### config.mk
export PLATFORM = sky130hd
export DESIGN_NAME = fscpu_top
export DESIGN_NICKNAME = d
export VERILOG_FILES = /design/src/common/fscpu_pkg.sv /design/src/common/motor_pkg.sv /design/src/logic/req_ctrl.sv /design/src/logic/param_bank.sv /design/src/motor/motor_cmd_unit.sv /design/src/logic/fscpu_top.sv
export SDC_FILE = /design/constraint.sdc
export NUM_CORES = 1
export LEC_CHECK = 0
export ABC_AREA = 1
export BUFFER_PORTS_ARGS = -buffer_cell sky130_fd_sc_hd__buf_2
export CAP_MARGIN = 20
export CELL_PAD_IN_SITES_DETAIL_PLACEMENT = 0
export CELL_PAD_IN_SITES_GLOBAL_PLACEMENT = 1
export CORE_MARGIN = 8
export CORE_UTILIZATION = 38
export DETAILED_ROUTE_END_ITERATION = 16
export GPL_TIMING_DRIVEN = 0
export HOLD_SLACK_MARGIN = 0.06
export PLACE_DENSITY_LB_ADDON = 0.1
export SYNTH_ARGS = -nofsm -noshare
export SYNTH_HDL_FRONTEND = slang
export SYNTH_SLANG_ARGS = --single-unit
### constraint.sdc
create_clock -name clk -period 4.4 [get_ports clk]
set_input_delay 0.44 -clock clk [delete_from_list [all_inputs] [get_ports clk]]
set_output_delay 0.44 -clock clk [all_outputs]
set_load 0.05 [all_outputs]
### src/common/fscpu_pkg.sv
`default_nettype none

// request side of the dispatcher, host facing
package fscpu_pkg;

	localparam int word_w      = 32;
	localparam int motor_count = 4;

	// position of the backward flag in par0
	localparam int dir_bit = 1;

	// command codes, anything not listed is an unknown request
	typedef enum logic [word_w-1:0] {
		op_motor_lp = 32'd0,	// left push
		op_motor_rp = 32'd1,	// right push
		op_motor_xa = 32'd2,	// x align
		op_motor_ya = 32'd3,	// y align
		op_exe      = 32'd30,
		op_stop     = 32'd31
	} req_op_e;

	// one host request, valid for the single cycle en is high
	typedef struct packed {
		logic              en;
		logic [word_w-1:0] cmd;
		logic [word_w-1:0] par0;	// flags
		logic [word_w-1:0] par1;	// speed
		logic [word_w-1:0] par2;	// step count
		logic [word_w-1:0] par3;	// spare
	} req_t;

endpackage

`default_nettype wire

### src/common/motor_pkg.sv
`default_nettype none

// motor side types, shared by the bank and the command units
package motor_pkg;

	localparam int speed_w = fscpu_pkg::word_w;
	localparam int step_w  = fscpu_pkg::word_w;

	// settings recorded by a motor command
	typedef struct packed {
		logic               dir;	// high runs backward
		logic [speed_w-1:0] speed;
		logic [step_w-1:0]  step;
	} motor_cfg_t;

	// everything driven toward one motor driver
	typedef struct packed {
		logic               start;
		logic               stop;
		logic [speed_w-1:0] speed;
		logic [step_w-1:0]  step;
		logic               dir;
	} motor_cmd_t;

	// command unit sequence
	typedef enum logic [1:0] {
		st_idle,
		st_start,	// start issued, waiting for busy
		st_run,
		st_done
	} unit_state_e;

endpackage

`default_nettype wire

### src/logic/req_ctrl.sv
`timescale 1ns/10ps
`default_nettype none

module req_ctrl #(
	parameter int num_motors = 4
) (
	input  logic                  clk,
	input  logic                  resetn,

	input  fscpu_pkg::req_t       req,
	input  logic [num_motors-1:0] exe_done,
	output logic [num_motors-1:0] oper_bmp,
	output logic                  req_done
);

	localparam int sel_w = $clog2(num_motors);

	logic [num_motors-1:0] stage_bmp;	// motors waiting for exe
	logic [sel_w-1:0]      motor_idx;
	logic                  is_motor;
	logic                  all_done;

	// motor codes are simply 0 .. num_motors-1
	assign is_motor  = req.cmd < fscpu_pkg::word_w'(num_motors);
	assign motor_idx = req.cmd[sel_w-1:0];

	// also true with nothing running, which keeps the bitmaps clean when idle
	assign all_done = (exe_done == oper_bmp);

	always_ff @(posedge clk) begin
		if (!resetn) begin
			stage_bmp <= '0;
			oper_bmp  <= '0;
		end else if (req.en) begin
			case (fscpu_pkg::req_op_e'(req.cmd))
			fscpu_pkg::op_exe: begin
				oper_bmp <= stage_bmp;	// stage kept until completion
			end
			fscpu_pkg::op_stop: begin
				stage_bmp <= '0;
				oper_bmp  <= '0;
			end
			default: begin
				if (is_motor)
					stage_bmp[motor_idx] <= 1'b1;
				else
					stage_bmp <= '0;	// unknown code drops the stage
			end
			endcase
		end else if (all_done) begin
			stage_bmp <= '0;
			oper_bmp  <= '0;
		end
	end

	// done level, only for a run that actually had motors in it
	always_ff @(posedge clk) begin
		if (!resetn)
			req_done <= 1'b0;
		else if (req.en)
			req_done <= 1'b0;
		else if (all_done && (|oper_bmp))
			req_done <= 1'b1;
	end

endmodule

`default_nettype wire

### src/logic/param_bank.sv
`timescale 1ns/10ps
`default_nettype none

module param_bank #(
	parameter int num_motors = 4
) (
	input  logic                                   clk,
	input  logic                                   resetn,

	input  fscpu_pkg::req_t                        req,
	output motor_pkg::motor_cfg_t [num_motors-1:0] cfg
);

	for (genvar i = 0; i < num_motors; i++) begin : g_cfg
		logic hit;	// request addressed to this motor

		assign hit = req.en && (req.cmd == fscpu_pkg::word_w'(i));

		always_ff @(posedge clk) begin
			if (!resetn) begin
				cfg[i] <= '0;
			end else if (hit) begin
				cfg[i].dir   <= req.par0[fscpu_pkg::dir_bit];
				cfg[i].speed <= req.par1;
				cfg[i].step  <= req.par2;
			end
		end
	end

endmodule

`default_nettype wire

### src/motor/motor_cmd_unit.sv
`timescale 1ns/10ps
`default_nettype none

module motor_cmd_unit (
	input  logic                  clk,
	input  logic                  en,

	input  motor_pkg::motor_cfg_t cfg,
	input  logic                  busy,
	output motor_pkg::motor_cmd_t cmd,
	output logic                  exe_done
);

	motor_pkg::unit_state_e state;
	motor_pkg::motor_cfg_t  run_cfg;	// settings of the run in progress
	logic                   start_q;
	logic                   stop_q;
	logic                   active;

	// states in which the motor may be moving
	assign active = (state == motor_pkg::st_start) || (state == motor_pkg::st_run);

	// en low holds the unit in reset
	always_ff @(posedge clk) begin
		if (!en) begin
			state   <= motor_pkg::st_idle;
			start_q <= 1'b0;
			stop_q  <= active;	// run cancelled, one stop pulse
		end else begin
			start_q <= 1'b0;
			stop_q  <= 1'b0;
			case (state)
			motor_pkg::st_idle: begin
				state   <= motor_pkg::st_start;
				start_q <= 1'b1;
			end
			motor_pkg::st_start: begin
				if (busy)
					state <= motor_pkg::st_run;
			end
			motor_pkg::st_run: begin
				if (!busy)
					state <= motor_pkg::st_done;	// fall of busy ends the run
			end
			default: begin
				state <= motor_pkg::st_done;	// parked until en drops
			end
			endcase
		end
	end

	// sampled on the same edge that raises start
	always_ff @(posedge clk) begin
		if (en && state == motor_pkg::st_idle)
			run_cfg <= cfg;
	end

	always_comb begin
		cmd.start = start_q;
		cmd.stop  = stop_q;
		cmd.speed = run_cfg.speed;
		cmd.step  = run_cfg.step;
		cmd.dir   = run_cfg.dir;
	end

	assign exe_done = (state == motor_pkg::st_done);

endmodule

`default_nettype wire

### src/logic/fscpu_top.sv
`timescale 1ns/10ps
`default_nettype none

module fscpu_top #(
	parameter int num_motors = fscpu_pkg::motor_count,
	parameter int speed_w    = motor_pkg::speed_w,
	parameter int step_w     = motor_pkg::step_w
) (
	input  logic                                   clk,
	input  logic                                   resetn,

	input  fscpu_pkg::req_t                        req,
	output logic                                   req_done,

	input  logic [num_motors-1:0]                  m_busy,
	output motor_pkg::motor_cmd_t [num_motors-1:0] m_cmd
);

	logic [num_motors-1:0]                  oper_bmp;
	logic [num_motors-1:0]                  exe_done;
	motor_pkg::motor_cfg_t [num_motors-1:0] cfg;

	// struct fields are sized in motor_pkg, so an override has to agree
	if (speed_w != motor_pkg::speed_w || step_w != motor_pkg::step_w) begin : g_bad_width
		$error("fscpu_top: speed_w and step_w must equal the motor_pkg widths");
	end

	// motor codes must stay clear of the exe and stop codes
	if (num_motors < 2 || num_motors > 8) begin : g_bad_count
		$error("fscpu_top: num_motors must be 2 to 8");
	end

	req_ctrl #(
		.num_motors (num_motors)
	) u_req_ctrl (
		.clk      (clk),
		.resetn   (resetn),
		.req      (req),
		.exe_done (exe_done),
		.oper_bmp (oper_bmp),
		.req_done (req_done)
	);

	param_bank #(
		.num_motors (num_motors)
	) u_param_bank (
		.clk    (clk),
		.resetn (resetn),
		.req    (req),
		.cfg    (cfg)
	);

	for (genvar i = 0; i < num_motors; i++) begin : g_motor
		// operating bit doubles as the unit's reset
		motor_cmd_unit u_motor (
			.clk      (clk),
			.en       (oper_bmp[i] & resetn),
			.cfg      (cfg[i]),
			.busy     (m_busy[i]),
			.cmd      (m_cmd[i]),
			.exe_done (exe_done[i])
		);
	end

endmodule

`default_nettype wire

==> summary.md <==
| Metric | Value |
|---|---|
| Run status | finished clean |
| Tightest slew margin relative to the limit | 0.2312 |
| Total of warnings raised by yosys | 0 |
| Clock latency at the later pin of the worst-skew pair | 0.61 ns |
| Resize count post-CTS | 0 |
| Synth top area share | 0.3888 |
| Worst hold slack across all endpoints | 0.1255 ns |
| Master of the slowest instance on the critical path | nor2_4 |
| Count of buffers from port buffering | 371 |
| Via count of the first global-routing pass | 15270 |
| Sequential cell area fraction in the yosys report | 0.6729 |
| WL met3 | 4202 um |
| Fraction of the cycle the final worst path needs | 0.5216 |
| Die X | 245.9 um |
| CTS Root Cell | clkbuf_16 |
| Power density relative to cell area | 449.9 nW/um^2 |
| CTS tree | done |
| Amount of wire on met2 after detailed routing | 29440 um |
| Top sig layer | met5 |
| Flip-flop and latch count after synthesis | 545 |
| Total length of routed wires | 63190 um |
| Number of buffers on the longest clock path | 3 |
| Class of the most critical setup path | primary input to register |
| Number of DRC violations after detailed-routing iteration 0 | 911 |
| RSZ-0062 raised after global routing | no |
| Number of buffers created by CTS | 58 |
| Last weighted congestion value of the routability-driven placer | 0.8138 |
| Leakage power summed over all cells | 9.314 nW |
| Number of nets in the synthesized netlist | 2135 |
| Number of setup violations in the final report | 0 |
| Yosys cell types | 26 |
| Area leader, netlist | edfxtp_1 |
| Cell mode on critical path | clkbuf_1 |
| Row Count | 84 |
| Cells along the critical path | clkbuf_1 > clkbuf_1 > buf_8 > nand2_1 > nor2_4 > buf_12 |
| Worst Path Max Fanout | 26 |
| Hold buffer count at cts | 0 |
| Total Die Area | 60450 um^2 |
| Top cells by area in the synthesized netlist | edfxtp_1, dfxtp_1, a21oi_1 |
| First-pass iteration count of the detailed router | 5 |
| CTS sink count | 545 |
| Wire length of the first global-routing pass | 93560 um |
| Signal arrival time at the worst endpoint | 2.58 ns |
| Cell count after synthesis | 1948 |
| Avg Inst Size Synth | 10.31 um^2 |
| Routed metal-1 wirelength | 27840 um |
| Number of antenna-violating nets in the routed design | 0 |
| Final setup TNS | 0 ns |
| Clock-pin slew reported for the worst setup and hold paths after clock tree synthesis | 0.06 ns |
| Stages on the worst setup path | 6 |
| Startpoint class of the critical path | primary input |
| Top-level I/O count | 436 |
| Crit path time final | 2.295 ns |
| Worst Tran Pin Value | 1.153 ns |
| CP top delay family | buffers and inverters |
| Worst clock skew | 0.01309 ns |
| Fraction of final layout cells with drive strength greater than 1 | 0.2294 |
| Fin util | 0.4744 |
| Peak supply drop | 0.2631 mV |
| Starting density of the core | 0.3829 |
| Post-DP HPWL | 47700 um |
| Kind of end point of the critical path | register |
| Maximum number of pins on one net before global-route repair | 31 |
| Length in cells of the worst reg-to-reg path | 5 |
| Layout-stage area growth over the synthesis result | 23.89% |
| Final layout net count | 2575 |
| Highest attainable clock frequency | 435.8 MHz |
| Aggregate global-route resource usage | 0.2026 |
| Post CTS Setup Buffer Count | 0 |
| Total count of max-transition violations in the final report | 0 |
| DR DRC count | 0 |
| Type of the worst min-delay path | primary input to register |
| Mean routed wirelength per cell | 20.22 um |
| Routed vias/inst | 4.858 |
| Max-capacitance violation count | 0 |
| Worst hold path stage count | 3 |
| Design Power | 0.01119 W |
| Cell area after synthesis | 20080 um^2 |
| Initial antenna violation count | 1 |
| Area of the core | 52450 um^2 |
| Buffer and inverter count on the worst path | 4 |
| Required arrival time at the worst endpoint | 4.69 ns |
| Total number of vias | 15190 |
| Final number of hold-violating endpoints | 0 |
| Delay of the slowest critical-path stage | 0.62 ns |
| Die Y-Extent | 245.9 um |
| Overflow left after global routing | 0 |
| CTS HTree Levels | 2 |
-- through the flow --
stage               worst slack, ns  std cells  area (um^2)
floorplan                    0.1219       1948        20080
global placement             -3.173       3007        22800
detailed placement            1.437       3016        23000
finish                        2.105       3126        24880
global route                  1.974       3125        24880
CTS                           2.075       3125        24880
-- kinds of logic after synthesis --
logic type,after synthesis,synth area share
XOR/XNOR,4,0.001744
flip-flops,545,0.6729
buffers and inverters,265,0.06798
AND/OR/NAND/NOR,830,0.1741
adder cells (fa/ha/maj),20,0.01246
AO/OA/AOI/OAI,284,0.07078
-- tightest hold or removal path, cell delays in order --
cell and delay [ns]:
buf_2 0.11, nand3_1 0.07, a21oi_1 0.06
-- cell usage after synthesis --
| master | n |
|---|---|
| buf_6 | 35 |
| nand3_1 | 274 |
| and2_1 | 3 |
| nand4_1 | 1 |
| buf_1 | 6 |
| nor2_1 | 227 |
| nor2_2 | 2 |
| nand3b_1 | 1 |
| ha_1 | 20 |
| or2_0 | 1 |
| dfxtp_1 | 285 |
| buf_4 | 19 |
| clkbuf_1 | 56 |
| nor4_1 | 1 |
| a21oi_1 | 276 |
| edfxtp_1 | 260 |
| nand2_1 | 316 |
| inv_1 | 117 |
| buf_2 | 29 |
| nor3_1 | 1 |
| inv_2 | 2 |
| o21ai_0 | 8 |
| nor2_4 | 1 |
| clkinv_1 | 1 |
| or2_2 | 2 |
| xnor2_1 | 4 |
-- state kept, by name, indices dropped and copies added, names as in the netlist --
register                 count
u_req_ctrl.oper_bmp          4
g_motor.u_motor.cmd        260
g_motor.u_motor.stop_q       4
g_motor.u_motor.state        8
u_param_bank.cfg           260
u_req_ctrl.stage_bmp         4
u_req_ctrl.req_done          1
g_motor.u_motor.start_q      4
-- worst paths after layout --
| path | start | endpoint | slack [ns] |
|---|---|---|---|
| worst max-delay path | resetn | g_motor[2].u_motor.cmd[15] | 2.11 |
| worst min-delay path | req[84] | u_param_bank.cfg[247] | 0.13 |
| worst max register to register | g_motor[1].u_motor.state[0] | g_motor[1].u_motor.cmd[15] | 2.47 |
| worst min register to register | u_param_bank.cfg[191] | g_motor[2].u_motor.cmd[62] | 0.42 |
-- cell usage in the layout (no fill, tap or decap), types with 2 or more instances in the layout --
master,count
nor2_1,223
buf_12,8
xnor2_1,4
buf_4,19
edfxtp_1,260
buf_2,400
clkinv_1,8
nor2_2,2
or2_2,2
clkbuf_16,59
dfxtp_1,285
inv_1,117
bufinv_16,4
clkbuf_8,7
nand2_1,316
ha_1,20
clkinv_2,11
buf_1,6
o21ai_0,8
nand3_1,274
nor2_4,5
buf_6,35
a21oi_1,276
and2_1,3
inv_2,2
clkbuf_1,73
inv_6,2
-- layer usage --
metal | up-vias | global-route usage
met4 | 2 | 0.06220
met2 | 458 | 0.3336
met5 | - | 0
met3 | 94 | 0.04778
met1 | 7220 | 0.2628
li1 | 7412 | -
-- final cells by class --
cell class	instances	area, um^2
Antenna cell	1	2.502
Buffer	145	914.6
Clock buffer	83	1637
Clock inverter	26	235.2
Fill cell	5099	27570
Inverter	120	450.4
Multi-Input combinational cell	1138	5233
Sequential cell	545	13510
Tap cell	688	860.8
Timing Repair Buffer	380	2032
-- power by group --
| group | total (W) | internal (W) | switching [W] |
|---|---|---|---|
| clock network | 0.00479 | 0.00281 | 0.00197 |
| logic | 0.000941 | 0.000186 | 0.000755 |
| registers | 0.00546 | 0.00541 | 0.0000536 |
No activity file was read; power rests on OpenSTA's default activity.
